===== src/common/fifo_cfg_pkg.sv =====
`default_nettype none

package fifo_cfg_pkg;

  // ======================================
  // storage geometry
  // ======================================

  localparam int DATA_W = 8;             // sample word width.

  localparam int ADDR_W = 3;             // storage address width.

  localparam int DEPTH = 2 ** ADDR_W;    // entries in the array.

  localparam int CNT_W = ADDR_W + 1;     // holds 0 to DEPTH.

  // ======================================
  // flag thresholds and error counters
  // ======================================

  localparam int ALMOST_FULL_LVL = 6;    // set at or above.

  localparam int ALMOST_EMPTY_LVL = 2;   // set at or below.

  localparam int ERR_CNT_W = 8;          // saturating reject counters.

endpackage : fifo_cfg_pkg

`default_nettype wire

===== src/common/fifo_types_pkg.sv =====
`default_nettype none

package fifo_types_pkg;

  // ======================================
  // fifo status word
  // ======================================

  // usedw sits in the upper bits, flags below.
  typedef struct packed {
    logic [fifo_cfg_pkg::CNT_W-1:0] usedw;         // current fill level.
    logic                           empty;         // no words stored.
    logic                           full;          // DEPTH words stored.
    logic                           almost_full;   // level at or above threshold.
    logic                           almost_empty;  // level at or below threshold.
  } fifo_status_t;

  // ======================================
  // guard error counters
  // ======================================

  typedef struct packed {
    logic [fifo_cfg_pkg::ERR_CNT_W-1:0] ovf_cnt;   // writes dropped at full.
    logic [fifo_cfg_pkg::ERR_CNT_W-1:0] unf_cnt;   // reads dropped at empty.
  } fifo_err_t;

endpackage : fifo_types_pkg

`default_nettype wire


===== src/logic/stream_buffer.sv =====
`default_nettype none

module stream_buffer (
  input  logic                              clk_i,
  input  logic                              srst_i,

  input  logic                              wr_req_i,
  input  logic [fifo_cfg_pkg::DATA_W-1:0]   wr_data_i,
  input  logic                              rd_req_i,

  output logic [fifo_cfg_pkg::DATA_W-1:0]   rd_data_o,
  output fifo_types_pkg::fifo_status_t      status_o,
  output fifo_types_pkg::fifo_err_t         err_o
);

  logic                          wr_en;
  logic                          rd_en;
  fifo_types_pkg::fifo_status_t  status;

  // ======================================
  // request guard
  // ======================================

  fifo_guard u_guard (
    .clk_i     ( clk_i    ),
    .srst_i    ( srst_i   ),

    .wr_req_i  ( wr_req_i ),
    .rd_req_i  ( rd_req_i ),
    .status_i  ( status   ),

    .wr_en_o   ( wr_en    ),
    .rd_en_o   ( rd_en    ),
    .err_o     ( err_o    )
  );

  // ======================================
  // fifo core
  // ======================================

  fifo u_fifo (
    .clk_i     ( clk_i     ),
    .srst_i    ( srst_i    ),

    .wr_en_i   ( wr_en     ),
    .rd_en_i   ( rd_en     ),
    .wr_data_i ( wr_data_i ),

    .rd_data_o ( rd_data_o ),
    .status_o  ( status    )
  );

  assign status_o = status;   // guard and outside see the same word.

endmodule : stream_buffer

`default_nettype wire


===== src/logic/fifo_guard.sv =====
`default_nettype none

module fifo_guard (
  input  logic                              clk_i,
  input  logic                              srst_i,

  input  logic                              wr_req_i,
  input  logic                              rd_req_i,
  input  fifo_types_pkg::fifo_status_t      status_i,

  output logic                              wr_en_o,
  output logic                              rd_en_o,
  output fifo_types_pkg::fifo_err_t         err_o
);

  logic                       wr_reject;
  logic                       rd_reject;
  fifo_types_pkg::fifo_err_t  err_r;

  // ======================================
  // request gating
  // ======================================

  // a write at full is dropped even with a read in the same cycle.
  assign wr_en_o   = wr_req_i & ~status_i.full;
  assign rd_en_o   = rd_req_i & ~status_i.empty;

  assign wr_reject = wr_req_i & status_i.full;    // overflow attempt.
  assign rd_reject = rd_req_i & status_i.empty;   // underflow attempt.

  // ======================================
  // rejection counters
  // ======================================

  always_ff @(posedge clk_i)
  begin
    if (srst_i)
    begin
      err_r.ovf_cnt <= '0;
    end
    else if (wr_reject && (err_r.ovf_cnt != '1))
    begin
      err_r.ovf_cnt <= err_r.ovf_cnt + 1'b1;   // holds at all ones.
    end
  end

  always_ff @(posedge clk_i)
  begin
    if (srst_i)
    begin
      err_r.unf_cnt <= '0;
    end
    else if (rd_reject && (err_r.unf_cnt != '1))
    begin
      err_r.unf_cnt <= err_r.unf_cnt + 1'b1;   // holds at all ones.
    end
  end

  assign err_o = err_r;

endmodule : fifo_guard

`default_nettype wire


===== src/fifo/fifo.sv =====
`default_nettype none

module fifo (
  input  logic                              clk_i,
  input  logic                              srst_i,

  input  logic                              wr_en_i,
  input  logic                              rd_en_i,
  input  logic [fifo_cfg_pkg::DATA_W-1:0]   wr_data_i,

  output logic [fifo_cfg_pkg::DATA_W-1:0]   rd_data_o,
  output fifo_types_pkg::fifo_status_t      status_o
);

  logic [fifo_cfg_pkg::ADDR_W-1:0] wr_addr;
  logic [fifo_cfg_pkg::ADDR_W-1:0] rd_addr;
  logic [fifo_cfg_pkg::DATA_W-1:0] mem_rd_data;
  fifo_types_pkg::fifo_status_t    status;

  // ======================================
  // pointer control
  // ======================================

  fifo_ptr u_ptr (
    .clk_i     ( clk_i    ),
    .srst_i    ( srst_i   ),

    .wr_en_i   ( wr_en_i  ),
    .rd_en_i   ( rd_en_i  ),

    .wr_addr_o ( wr_addr  ),
    .rd_addr_o ( rd_addr  ),
    .status_o  ( status   )
  );

  // ======================================
  // storage
  // ======================================

  fifo_mem u_mem (
    .clk_i     ( clk_i       ),

    .wr_en_i   ( wr_en_i     ),
    .wr_addr_i ( wr_addr     ),
    .wr_data_i ( wr_data_i   ),

    .rd_addr_i ( rd_addr     ),
    .rd_data_o ( mem_rd_data )
  );

  // ======================================
  // output word
  // ======================================

  // stale array contents stay hidden while empty.
  always_comb
  begin
    if (status.empty)
    begin
      rd_data_o = '0;
    end
    else
    begin
      rd_data_o = mem_rd_data;
    end
  end

  assign status_o = status;

endmodule : fifo

`default_nettype wire


===== src/fifo/fifo_ptr.sv =====
`default_nettype none

module fifo_ptr (
  input  logic                              clk_i,
  input  logic                              srst_i,

  input  logic                              wr_en_i,
  input  logic                              rd_en_i,

  output logic [fifo_cfg_pkg::ADDR_W-1:0]   wr_addr_o,
  output logic [fifo_cfg_pkg::ADDR_W-1:0]   rd_addr_o,
  output fifo_types_pkg::fifo_status_t      status_o
);

  logic [fifo_cfg_pkg::ADDR_W-1:0] wr_ptr_r;
  logic [fifo_cfg_pkg::ADDR_W-1:0] rd_ptr_r;
  logic [fifo_cfg_pkg::CNT_W-1:0]  count_r;

  // ======================================
  // pointers
  // ======================================

  // DEPTH is a power of two, so the pointers wrap by overflow.
  always_ff @(posedge clk_i)
  begin
    if (srst_i)
    begin
      wr_ptr_r <= '0;
    end
    else if (wr_en_i)
    begin
      wr_ptr_r <= wr_ptr_r + 1'b1;
    end
  end

  always_ff @(posedge clk_i)
  begin
    if (srst_i)
    begin
      rd_ptr_r <= '0;
    end
    else if (rd_en_i)
    begin
      rd_ptr_r <= rd_ptr_r + 1'b1;   // move past the head word.
    end
  end

  // ======================================
  // fill count
  // ======================================

  always_ff @(posedge clk_i)
  begin
    if (srst_i)
    begin
      count_r <= '0;
    end
    else
    begin
      case ({wr_en_i, rd_en_i})
        2'b10:   count_r <= count_r + 1'b1;   // lone write.
        2'b01:   count_r <= count_r - 1'b1;   // lone read.
        default: count_r <= count_r;          // idle or both.
      endcase
    end
  end

  // ======================================
  // addresses and flags
  // ======================================

  assign wr_addr_o = wr_ptr_r;
  assign rd_addr_o = rd_ptr_r;

  // all flags come from the registered count.
  always_comb
  begin
    status_o.usedw        = count_r;
    status_o.empty        = (count_r == '0);
    status_o.full         = (count_r == fifo_cfg_pkg::CNT_W'(fifo_cfg_pkg::DEPTH));
    status_o.almost_full  = (count_r >= fifo_cfg_pkg::CNT_W'(fifo_cfg_pkg::ALMOST_FULL_LVL));
    status_o.almost_empty = (count_r <= fifo_cfg_pkg::CNT_W'(fifo_cfg_pkg::ALMOST_EMPTY_LVL));
  end

endmodule : fifo_ptr

`default_nettype wire


===== src/fifo/fifo_mem.sv =====
`default_nettype none

module fifo_mem (
  input  logic                              clk_i,

  input  logic                              wr_en_i,
  input  logic [fifo_cfg_pkg::ADDR_W-1:0]   wr_addr_i,
  input  logic [fifo_cfg_pkg::DATA_W-1:0]   wr_data_i,

  input  logic [fifo_cfg_pkg::ADDR_W-1:0]   rd_addr_i,
  output logic [fifo_cfg_pkg::DATA_W-1:0]   rd_data_o
);

  // ======================================
  // storage array
  // ======================================

  logic [fifo_cfg_pkg::DATA_W-1:0] mem_r [fifo_cfg_pkg::DEPTH];

  always_ff @(posedge clk_i)
  begin
    if (wr_en_i)
    begin
      mem_r[wr_addr_i] <= wr_data_i;   // write on the accepting edge.
    end
  end

  // ======================================
  // show-ahead read port
  // ======================================

  // head word is visible without a read strobe.
  always_comb
  begin
    rd_data_o = mem_r[rd_addr_i];
  end

endmodule : fifo_mem

`default_nettype wire


===== config.mk =====
export PLATFORM = sky130hd
export DESIGN_NAME = stream_buffer
export DESIGN_NICKNAME = d
export VERILOG_FILES = /design/src/common/fifo_cfg_pkg.sv /design/src/common/fifo_types_pkg.sv /design/src/logic/stream_buffer.sv /design/src/logic/fifo_guard.sv /design/src/fifo/fifo.sv /design/src/fifo/fifo_ptr.sv /design/src/fifo/fifo_mem.sv
export SDC_FILE = /design/constraint.sdc
export NUM_CORES = 1
export LEC_CHECK = 0
export BUFFER_PORTS_ARGS = -buffer_cell sky130_fd_sc_hd__buf_2
export CORE_MARGIN = 2
export CORE_UTILIZATION = 60
export CTS_BUF_LIST = sky130_fd_sc_hd__clkbuf_8
export CTS_CLUSTER_SIZE = 40
export DETAILED_ROUTE_END_ITERATION = 16
export GPL_TIMING_DRIVEN = 0
export PLACE_DENSITY = 0.81
export SYNTH_ARGS = -nofsm -noshare
export SYNTH_HDL_FRONTEND = slang
export SYNTH_HIERARCHICAL = 1
export SYNTH_SLANG_ARGS = --single-unit

===== constraint.sdc =====
create_clock -name clk_i -period 4.4 [get_ports clk_i]
set_clock_uncertainty 0.15 [all_clocks]
set_input_delay 0.22 -clock clk_i [delete_from_list [all_inputs] [get_ports clk_i]]
set_output_delay 0.22 -clock clk_i [all_outputs]
set_load 0.01 [all_outputs]

# --- Yosys cells after proc, flatten, opt, wreduce, memory -nomap -nowiden ---
# Memories as Yosys holds them, arrays and structs flattened. A register that Yosys moved wholly into a read port is not among the register bits.
# Cells that the tools add are included.
# W data, S select, Z words.
totals:
  out_inout_bits: 32
  ff_bits: 26
  memories: 1
  ram_bits: 64
  elab_cells: 35
  input_bits: 12
op_classes:
  reduce_logical: 4
  n_eq_ne: 5
  n_addsub: 6
  muxes: 6
  bitwise: 6
  magnitude_cmp: 2
memory_table:
  columns: ["name", "words", "width", "rd", "rd_ports_with_merged_regs", "write_ports", "line_no", "source"]
  rows:
  - ["u_fifo.u_mem.mem_r", 8, 8, 1, 1, 1, "fifo_mem.sv:18", "logic [fifo_cfg_pkg::DATA_W-1:0] mem_r [fifo_cfg_pkg::DEPTH];"]
op_table:
  columns: ["cell", "n"]
  rows:
  - ["$add A8 B1 Y8 const B", 2]
  - ["$ne A8 B8 Y1 const B", 2]
  - ["$mux W8", 1]
  - ["$pmux W4 S2", 1]
  - ["$add A3 B1 Y3 const B", 2]
  - ["$mux W3", 2]
  - ["$add A4 B1 Y4 const B", 1]
  - ["$and A1 B1 Y1", 4]
  - ["$eq A4 B4 Y1 const B", 1]
  - ["$ge A4 B3 Y1 const B", 1]
  - ["$le A4 B2 Y1 const B", 1]
  - ["$logic_not A4 Y1", 1]
  - ["$sub A4 B1 Y4 const B", 1]
  - ["$eq A2 B1 Y1 const B", 1]
  - ["$eq A2 B2 Y1 const B", 1]
  - ["$logic_and A1 B1 Y1", 2]
  - ["$mux W1", 2]
  - ["$not A1 Y1", 2]
  - ["$reduce_bool A2 Y1", 1]

# --- Logic depth before layout (Yosys ltp) ---
# Gate-level depths: netlist of run 1.
depth:
  word_depth: 5
  mapped_depth: 11
  depth_no_buf: 10

# --- Modules after synthesis ---
# The synthesis of run 1 kept the hierarchy.
by_module_without_submodules:
  columns: ["module", "seq_area_each_um2", "cells_per_inst", "instances", "area_each_um2"]
  rows:
  - ["fifo_mem", 1921.8, 106, 1, 2531.2]
  - ["fifo_guard", 320.3, 90, 1, 788.3]
  - ["fifo_ptr", 200.2, 57, 1, 534.3]
  - ["fifo", 0.0, 8, 1, 50.0]

# --- Worst setup path after synthesis of run 1 ---
# No wires, ideal clock.
synth_timing:
  path_kind: "reg2reg"
  from: "reg u_fifo/u_ptr/count_r[2] (netlist name)"
  to: "reg u_fifo/u_ptr/count_r[2] (netlist name)"
  path_slack_ps: 931
  setup_time_ps: 71
  synth_period_minus_slack_ps: 3469
  arrival_time_ps: 3249
  stages_incl_launch_ff: 10
  required_time_ps: 4179
  n_path_buf: 0
  cell_sequence: "dfxtp_1 > nor4_1 > and2b_2 > ha_1 > xor2_1 > ha_1 > a21oi_2 > xor2_1 > or3_1 > a21oi_1"
synth_lines:
  columns: ["item", "line_no", "source"]
  rows:
  - ["start, declared", "fifo_ptr.sv:17", "logic [fifo_cfg_pkg::CNT_W-1:0] count_r;"]
  - ["start signal, assigned", "fifo_ptr.sv:61", "2'b10: count_r <= count_r + 1'b1;"]
  - ["start signal, assigned", "fifo_ptr.sv:62", "2'b01: count_r <= count_r - 1'b1;"]
  - ["start signal, assigned", "fifo_ptr.sv:63", "default: count_r <= count_r;"]

# --- Worst setup path in the final report of run 1 ---
layout_timing:
  from: "reg u_fifo/u_ptr/count_r[0] (netlist name)"
  to: "reg u_fifo/u_ptr/count_r[2] (netlist name)"
layout_via:
  elab_chain_cells: 5
  word_cells_on_any_way: 12
  classes_between: "add/sub (2); eq/ne (3); mux (1); bitwise (4); reduce/logical (2)"
layout_lines:
  columns: ["item", "line_no", "source"]
  rows:
  - ["$eq A4 B4 Y1 (*)", "fifo_ptr.sv:80", "status_o.full = (count_r == fifo_cfg_pkg::CNT_W'(fifo_cfg_pkg::DEPTH));"]
  - ["$not A1 Y1 (*)", "fifo_guard.sv:25", "assign wr_en_o = wr_req_i & ~status_i.full;"]
  - ["$and A1 B1 Y1 (*)", "fifo_guard.sv:25", null]
  - ["via wr_en", "stream_buffer.sv:16", "logic wr_en;"]
  - ["$eq A2 B1 Y1 or $eq A2 B2 Y1 (tied branches)", "fifo_ptr.sv:60", "case ({wr_en_i, rd_en_i})"]
  - ["$pmux W4 S2 or $reduce_bool A2 Y1 (tied branches)", null, null]
# The timed path passes the listed nets; every way through them passes the cells marked *.
# A chain may end at the register's enable or synchronous reset.

==> run_results.csv, run 1 <==
group,metric,value,unit
yosys,syn-cell-area,0.00390,mm^2
power,p_comb_frac,0.278,
route,drc,0,
timing,slew_headroom,0.116,
global_route,grt_max_degree,16,
global_route,grtUsageTotal,0.230,
finish,regArea,0.00244,mm^2
route,vias,2412,
clocking,cts_max_path_buffers,2,
power,ir_drop,0.000275,V
worst_setup_path,worstSetupPathType,"reg2reg",
route,dr.pass1.iters,4,
yosys,synth_common_cells,"64 x edfxtp_1, 31 x nor2_1, 26 x dfxtp_1",
timing,period_minus_slack,3.39,ns
yosys,synth_seq_cells,90,
route,ant_nets,0,
yosys,ys_warn_count,6,
worst_setup_path,critPathLaunchType,"flop",
die,start_util,0.618,
worst_setup_path,crit_buf_inv,1,
worst_setup_path,crit_arrival,3.53,ns
finish,fin_util,0.722,
timing,fmax,0.295,GHz
route,vias_per_cell,5.93,
yosys,ys_top_cells_by_area,"edfxtp_1 49%, dfxtp_1 13%, mux4_1 10%",
timing,grt_setup_unrepaired,"false",
die,die_x,84.7,um
die,ios,44,
global_route,grt_pass1_wl,12200,um
worst_setup_path,path_cells,"nor4b_1 -> nor2b_1 -> inv_1 -> ha_1 -> xor2_1 -> ha_1 -> a21oi_2 -> xor2_1 -> or3_1 -> a21oi_1",
power,total_leakage_power,0.00169,uW
yosys,avgSynthCellArea,15.0,um^2
clocking,clk_pin_slew,0.09,ns
global_route,antenna_found_initial,0,
die,rows,29,
power,share_seq_of_total_power,0.437,
placed_design,io_buffer_count,43,
yosys,syn_nets,280,
flow_run,maxCapViolCount,0,
finish,fillCellCount,434,
route,wl,7740,um
worst_setup_path,cp_top_family,"simple AND/OR/NAND/NOR gates",
power,power.total,2330,uW
route,post_drt_wl_per_cell,19.0,um
yosys,synth_cell_types,43,
power,p_int,1670,uW
die,die-area,0.00717,mm^2
yosys,synth-async-reset-ratio,0,
timing,fin_crit_sh,0.770,
timing,setup_violations,0,
timing,final.setup.tns,0,ns
power,swShare,0.285,
worst_setup_path,critical-path-slowest-cell,"nor4b_1",
worst_setup_path,crit_fanout,9,
clocking,numCtsBuffers,9,
clocking,cts_tree,"done",
global_route,grt_pass1_vias,2388,
placed_design,hpwl,4990,um
yosys,synth_top_cell_by_area,"edfxtp_1",
timing,slew_viol_final,0,
route,first_iter_violations,159,
status,status,"complete, no violations",
yosys,synth_cells,261,
global_route,grt_overflow_total,0,
finish,multi_input_area,0.00138,mm^2
timing,hold_violations,0,
yosys,synth_edf_count,64,
clocking,clock_latency,0.35,ns
die,die_h,84.7,um
power,switchingPower,664,uW
clocking,post_cts_buffers,0,
yosys,seq_area_frac_synth,0.626,
timing,worst_slew_pin_slew,1.32,ns
clocking,cts-root-buf,"clkbuf_8",
placed_design,gp_congestion,0.812,
clocking,cts.htree.levels,3,
die,design.core.area,0.00631,mm^2
finish,area_growth,16.8,%
power,powerDensity,511,mW/mm^2
finish,antenna_cells,0,
finish,drive_above_1_share,0.236,
power,clkPwrFrac,0.284,
finish,fin_nets,344,
yosys,synth_top_area_share,0.492,
clocking,postCtsResizedCells,0,
min_path,hp-class,"in2reg",
clocking,cts_sinks,90,
worst_setup_path,cpPeakStageDelay,0.94,ns
worst_setup_path,end_kind,"flop",
clocking,hold_buffers,8,
yosys,synth_most_common_cell,"edfxtp_1",
worst_setup_path,cp_data_required_time,4.54,ns
yosys,synth_ff_type,"edfxtp_1",
-- worst reg2reg max path: cells and delay by family, from the launching register on --
kind	cells	cell delay [ns]
XOR/XNOR	2	0.32
adder cells (fa/ha/maj)	2	0.46
AND/OR/NAND/NOR	3	1.60
flip-flops	1	0.41
AO/OA/AOI/OAI	2	0.17
buffers and inverters	1	0.20
-- metal layers --
metal / wire length, um / track usage / up-vias
li1: - / - / 1144
met1: 3370 / 0.307 / 1205
met2: 3940 / 0.376 / 53
met3: 300 / 0.0364 / 10
met4: 136 / 0.105 / 0
met5: 0 / 0 / -
-- sequential cells by signal, indices dropped and copies added, names as in the netlist --
| register | flops |
|---|---|
| u_fifo/u_ptr/wr_addr_o | 3 |
| u_fifo/u_ptr/count_r | 4 |
| u_fifo/u_ptr/rd_addr_o | 3 |
| u_fifo/u_mem/mem_r | 64 |
| u_guard/err_o | 16 |
-- cell type report --
class                   count  area share
flip-flops and latches     90       0.536
multi-input cells         158       0.302
repair buffers             53      0.0681
clock buffers               9      0.0272
clock inverters             7      0.0258
well taps                  77      0.0211
plain buffers               9      0.0162
inverters                   4     0.00329
-- kinds of logic (layout without fill, tap and decap cells) --
logic type | Yosys count | count (layout) | synth area share
AOI/OAI and AO/OA | 25 | 25 | 0.0423
muxes | 32 | 32 | 0.151
and+or+nand+nor | 82 | 82 | 0.109
adders and majority gates | 7 | 7 | 0.0224
buffers and inverters | 13 | 82 | 0.0228
xor gates and xnor gates | 12 | 12 | 0.0269
DFF | 90 | 90 | 0.626
-- cells in the final DEF, fill, tap and decap left out, drive strengths merged, types with 8 or more instances in the layout --
cell / instances
clkbuf: 12
edfxtp: 64
nor2: 31
mux4: 16
nor2b: 11
mux2: 9
buf: 50
xor2: 9
dfxtp: 26
nand2: 8
dlygate4sd3: 8
-- power by group through the flow --
stage	registers, uW	logic, uW	clock network (uW)
after floorplan	1030	433	0
after global placement	1030	605	0
after detailed placement	1040	643	0
after CTS	1020	652	670
after global routing	1030	705	709
final	1020	648	663
-- final timing paths --
kind | start | end | slack, ns | depth (start not counted)
hold / removal | srst_i | u_fifo/u_ptr/count_r[3]$_SDFFE_PP0P_ | 0.09 | 3
setup / recovery | u_fifo/u_ptr/count_r[0]$_SDFFE_PP0P_ | u_fifo/u_ptr/count_r[2]$_SDFFE_PP0P_ | 1.01 | 10
setup reg to reg | u_fifo/u_ptr/count_r[0]$_SDFFE_PP0P_ | u_fifo/u_ptr/count_r[2]$_SDFFE_PP0P_ | 1.01 | 10
hold reg to reg | u_guard/err_o[15]$_SDFFE_PP0P_ | u_guard/err_o[10]$_SDFFE_PP0P_ | 0.39 | 2
-- per-stage QoR --
| step | hold slack, ns | area, um^2 | std cells | setup WS [ns] |
|---|---|---|---|---|
| final | 0.0883 | 4560 | 407 | 1.01 |
| after global routing | 0.111 | 4560 | 407 | 0.654 |
| after CTS | 0.0851 | 4550 | 406 | 1.02 |
| after detailed placement | 0.344 | 4230 | 382 | 1.05 |
| after global placement | 0.331 | 4220 | 381 | 0.227 |
| after floorplan | 0.169 | 3900 | 261 | 0.931 |
Power figures use the tool's default switching activity.
==> run 2, diff against run 1 <==
- CORE_UTILIZATION: 60 -> 54
- PLACE_DENSITY: 0.81 -> 0.77
- clock period: 4.4 -> 2.77 ns (I/O delays scaled with it)
==> run_results.csv, run 2 (synthesis results as in run 1) <==
group,metric,value,unit
placed_design,gp_congestion,0.792,
timing,fmax,0.386,GHz
finish,fin_nets,344,
clocking,cts-root-buf,"clkbuf_8",
finish,final_cell_area,0.00462,mm^2
timing,grt_setup_unrepaired,"false",
die,die-area,0.00793,mm^2
finish,largest_register,"u_fifo/u_mem/mem_r",
min_path,hp-class,"in2reg",
placed_design,hpwl,4680,um
power,share_seq_of_total_power,0.437,
power,switchingPower,1060,uW
clocking,cts_sinks,90,
placed_design,post_dp_cell_area,0.00426,mm^2
route,wl,7360,um
placed_design,dp.cells,400,
worst_setup_path,r2r-start,"u_fifo/u_ptr/count_r[1]$_SDFFE_PP0P_",
clocking,cts.htree.levels,3,
power,clkPwrFrac,0.282,
clocking,clk_pin_slew,0.09,ns
finish,largest_reg_flops,64,
global_route,grt_pass1_vias,2275,
timing,hold_violations,0,
clocking,clock_latency,0.35,ns
die,ios,44,
die,die_x,89.0,um
timing,period_minus_slack,2.59,ns
worst_setup_path,crit_start,"u_fifo/u_ptr/count_r[1]$_SDFFE_PP0P_",
power,p_comb_frac,0.280,
route,dr.pass1.iters,4,
timing,worst_slew_pin_slew,1.04,ns
die,start_util,0.565,
worst_setup_path,critPathLaunchType,"flop",
global_route,grt_overflow_total,0,
flow_run,maxCapViolCount,0,
global_route,grt_pass1_wl,11500,um
timing,slew_headroom,0.307,
power,swShare,0.285,
route,post_drt_wl_per_cell,17.3,um
route,vias_per_cell,5.51,
worst_setup_path,cp_data_required_time,2.90,ns
die,rows,30,
route,vias,2349,
timing,fin_crit_sh,0.936,
route,first_iter_violations,166,
power,power.total,3730,uW
global_route,antenna_found_initial,0,
worst_setup_path,endpoint,"u_fifo/u_ptr/count_r[2]$_SDFFE_PP0P_",
finish,fin_util,0.669,
timing,setup_violations,0,
timing,slew_viol_final,0,
finish,area_growth,18.4,%
clocking,cts_max_path_buffers,2,
worst_setup_path,reg2reg_depth,10,
power,ir_drop,0.000516,V
worst_setup_path,crit_fanout,10,
worst_setup_path,ff2ff_setup_slack,0.18,ns
route,drc,0,
finish,drive_above_1_share,0.252,
clocking,cts_tree,"done",
power,powerDensity,806,mW/mm^2
die,die_h,89.0,um
min_path,holdCritStartpoint,"srst_i",
clocking,numCtsBuffers,9,
status,status,"complete, no violations",
route,ant_nets,0,
finish,stdcell_count,426,
global_route,grt_max_degree,16,
worst_setup_path,end_kind,"flop",
worst_setup_path,r2r_end,"u_fifo/u_ptr/count_r[2]$_SDFFE_PP0P_",
finish,antenna_cells,0,
die,design.core.area,0.00691,mm^2
global_route,grtUsageTotal,0.200,
finish,layout_commonest_cell,"edfxtp_1",
placed_design,io_buffer_count,43,
power,total_leakage_power,0.00171,uW
finish,mostFrequentLayoutCells,"64 x edfxtp_1, 44 x buf_2, 31 x nor2_1",
worst_setup_path,crit_arrival,2.73,ns
worst_setup_path,worstSetupPathType,"reg2reg",
power,p_int,2660,uW
## run 2: final cells by class
cell class	instances	area, um^2
clock inverter	7	119
clock buffer	9	124
tap	96	120
timing repair buffer	53	310
multi-input combinational	158	1420
sequential	90	2440
inverter	4	15.0
buffer	9	73.8
fill	516	2290
## run 2: how the worst min path moves through the flow
stage                                                 endpoint  slack [ns]  cells after the start
after floorplan             u_fifo/u_mem/mem_r[0][0]$_DFFE_PP_        0.09                      0
after global placement      u_fifo/u_mem/mem_r[2][1]$_DFFE_PP_        0.25                      1
after detailed placement    u_fifo/u_mem/mem_r[2][1]$_DFFE_PP_        0.26                      1
after CTS                 u_fifo/u_ptr/count_r[3]$_SDFFE_PP0P_        0.03                      3
after global routing            u_guard/err_o[10]$_SDFFE_PP0P_        0.05                      3
final                     u_fifo/u_ptr/count_r[3]$_SDFFE_PP0P_        0.03                      3
## run 2: critical path, stage by stage (launching register included)
cell	delay, ns
dfxtp_1	0.32
buf_6	0.14
nor4_4	0.33
and2b_2	0.31
ha_1	0.27
xor2_1	0.17
ha_1	0.20
a21oi_2	0.12
xor2_1	0.08
or3_1	0.31
a21oi_1	0.13
## run 2: routing by layer
layer / up-vias / share of wire / GRT usage
met5: - / 0 / 0
met2: 39 / 0.50 / 0.329
met1: 1154 / 0.45 / 0.275
met3: 8 / 0.030 / 0.0277
li1: 1148 / - / -
met4: 0 / 0.012 / 0.0733
## run 2: stage by stage
stage               hold slack [ns]  TNS [ns]  setup WS [ns]
detailed placement            0.258     -2.83         -0.405
floorplan                    0.0874         0         0.0220
CTS                          0.0263         0        0.00639
finish                       0.0340         0          0.176
global route                 0.0507         0         0.0431
global placement              0.249     -2.76         -0.279
## run 2: power groups by stage
stage	clock (uW)	sequential, uW	combinational (uW)
after floorplan	0	1650	703
after global placement	0	1650	981
after detailed placement	0	1650	1010
after CTS	1070	1620	1050
after global routing	1120	1650	1140
final	1050	1630	1040
## run 2: timing repair
item	CTS	global route
hold buffers	8	0
pin swaps	1	1
hold endpoints to repair	64	0
setup endpoints to repair	20	1
gates resized for setup	3	2
setup buffers	1	1
==> run 3, diff against run 2 <==
- SYNTH_HIERARCHICAL: 1 -> unset
==> run_results.csv, run 3 <==
group,metric,value,unit
die,rows,30,
worst_setup_path,worstSetupPathType,"reg2out",
clocking,cts_max_path_buffers,2,
yosys,synth_seq_cells,93,
worst_setup_path,crit_arrival,2.33,ns
global_route,grt_pass1_wl,11700,um
clocking,cts.htree.levels,3,
timing,grt_setup_unrepaired,"false",
clocking,cts_tree,"done",
yosys,avgSynthCellArea,14.9,um^2
timing,fmax,0.382,GHz
flow_run,maxCapViolCount,0,
power,powerDensity,799,mW/mm^2
finish,layout_commonest_cell,"edfxtp_1",
timing,worst_slew_pin_slew,0.946,ns
clocking,cts_sinks,93,
global_route,grt_pass1_vias,2314,
die,die-area,0.00789,mm^2
yosys,synth_top_family_by_area,"multiplexers",
yosys,synth_compound_area_frac,0.0480,
yosys,synth_cells,261,
yosys,synth_ff_type,"edfxtp_1",
worst_setup_path,end_kind,"primary output",
clocking,cts-root-buf,"clkbuf_8",
timing,slew_viol_final,0,
global_route,grt_overflow_total,0,
yosys,synth_edf_count,64,
global_route,antenna_found_initial,0,
yosys,synthAdderAreaFrac,0.0226,
finish,fin_nets,347,
finish,fin_util,0.666,
die,start_util,0.565,
die,design.core.area,0.00687,mm^2
route,post_drt_wl_per_cell,17.3,um
worst_setup_path,critPathLaunchType,"flop",
placed_design,hpwl,4990,um
timing,timing.hold.ws,0.0235,ns
yosys,synth_top_cell_by_area,"edfxtp_1",
global_route,grtUsageTotal,0.205,
yosys,syn-cell-area,0.00388,mm^2
timing,final.setup.tns,0,ns
route,vias,2389,
timing,setup_violations,0,
route,vias_per_cell,5.57,
clocking,clock_latency,0.34,ns
route,wl,7430,um
power,total_leakage_power,0.00164,uW
finish,mostFrequentLayoutCells,"64 x edfxtp_1, 46 x buf_2, 32 x nor2_1",
yosys,seq_area_frac_synth,0.644,
global_route,grt_max_degree,20,
finish,largest_reg_flops,64,
yosys,yosys.area_share.simple,0.110,
yosys,ys_warn_count,0,
finish,antenna_cells,0,
worst_setup_path,cp_data_required_time,2.48,ns
yosys,synth_cell_types,39,
clocking,clk_pin_slew,0.10,ns
die,die_h,88.8,um
status,status,"complete, no violations",
route,drc,0,
yosys,synth_xor_area_frac,0.0293,
yosys,synth_mux_area_frac,0.132,
route,dr.pass1.iters,4,
power,power.total,3660,uW
timing,fin_crit_sh,0.944,
die,ios,44,
finish,drive_above_1_share,0.297,
finish,largest_register,"u_fifo.u_mem.mem_r",
timing,period_minus_slack,2.62,ns
placed_design,gp_congestion,0.797,
yosys,ys_top_cells_by_area,"edfxtp_1 49%, dfxtp_1 15%, mux4_2 9.3%",
min_path,hp-class,"in2reg",
finish,area_growth,17.8,%
route,ant_nets,0,
yosys,synth-async-reset-ratio,0,
yosys,synth_common_cells,"64 x edfxtp_1, 32 x nor2_1, 29 x dfxtp_1",
power,ir_drop,0.000370,V
yosys,synth_top_area_share,0.495,
worst_setup_path,crit_fanout,10,
yosys,synth_most_common_cell,"edfxtp_1",
route,first_iter_violations,200,
placed_design,io_buffer_count,43,
timing,hold_violations,0,
clocking,numCtsBuffers,9,
timing,slew_headroom,0.366,
yosys,syn_nets,280,
die,die_x,88.8,um
run 3: layer usage:
metal | global-route usage | share of wire | vias to the layer above
met5 | 0 | 0 | -
met4 | 0.0937 | 0.013 | 0
met3 | 0.0382 | 0.047 | 6
met2 | 0.322 | 0.50 | 64
met1 | 0.279 | 0.44 | 1177
li1 | - | - | 1142
run 3: final cells by class:
| type | instances | area [um^2] |
|---|---|---|
| Tap cell | 96 | 120 |
| Clock buffer | 9 | 124 |
| Buffer | 12 | 57.6 |
| Timing Repair Buffer | 56 | 335 |
| Fill cell | 497 | 2300 |
| Sequential cell | 93 | 2500 |
| Clock inverter | 7 | 75.1 |
| Multi-Input combinational cell | 156 | 1360 |
run 3: cell families (layout without fill, tap and decap cells):
family,count (synthesis),after routing
AO/OA/AOI/OAI,27,27
XOR/XNOR,13,13
adder cells (fa/ha/maj),7,7
buffers and inverters,12,84
flip-flops,93,93
multiplexers,31,31
AND/OR/NAND/NOR,78,78
run 3: critical path, cell delays in order, from the launching register on:
cell and delay [ns]:
dfxtp_1 0.31, buf_2 0.24, buf_2 0.41, mux4_2 0.57
mux2i_1 0.22, nor2_1 0.06, buf_2 0.16
run 3: metrics by stage:
stage,instances,setup WS (ns),cell area (um^2)
floorplan,261,0.0212,3880
global placement,400,-0.456,4220
detailed placement,401,-0.126,4250
CTS,427,0.0128,4550
global route,429,0.00361,4570
finish,429,0.155,4570
run 3: path summary, 6_finish.rpt:
kind / start / slack [ns] / depth (start not counted) / to
worst min register to register: u_guard.err_o[15]$_SDFFE_PP0P_ / 0.37 / 2 / u_guard.err_o[15]$_SDFFE_PP0P_
worst max register to register: u_fifo.u_ptr.count_r[1]$_SDFFE_PP0P_ / 0.16 / 9 / u_fifo.u_ptr.count_r[3]$_SDFFE_PP0P_
worst max-delay path: flop / 0.15 / 6 / rd_data_o[7]
worst min-delay path: rd_req_i / 0.02 / 3 / u_guard.err_o[6]$_SDFFE_PP0P_
run 3: timing repair:
| action | CTS | global route |
|---|---|---|
| hold endpoints to repair | 65 | 0 |
| gates resized for setup | 1 | 4 |
| pin swaps | 0 | 1 |
| setup endpoints to repair | 3 | 2 |
| buffers inserted | 1 | 2 |
| hold buffers | 9 | 0 |
run 3: power by group:
group          switching [uW]  leakage [uW]  total [uW]  internal [uW]
Clock                     517     0.0000981         873            356
Sequential               76.1      0.000817        1670           1590
Combinational             587      0.000726        1110            527
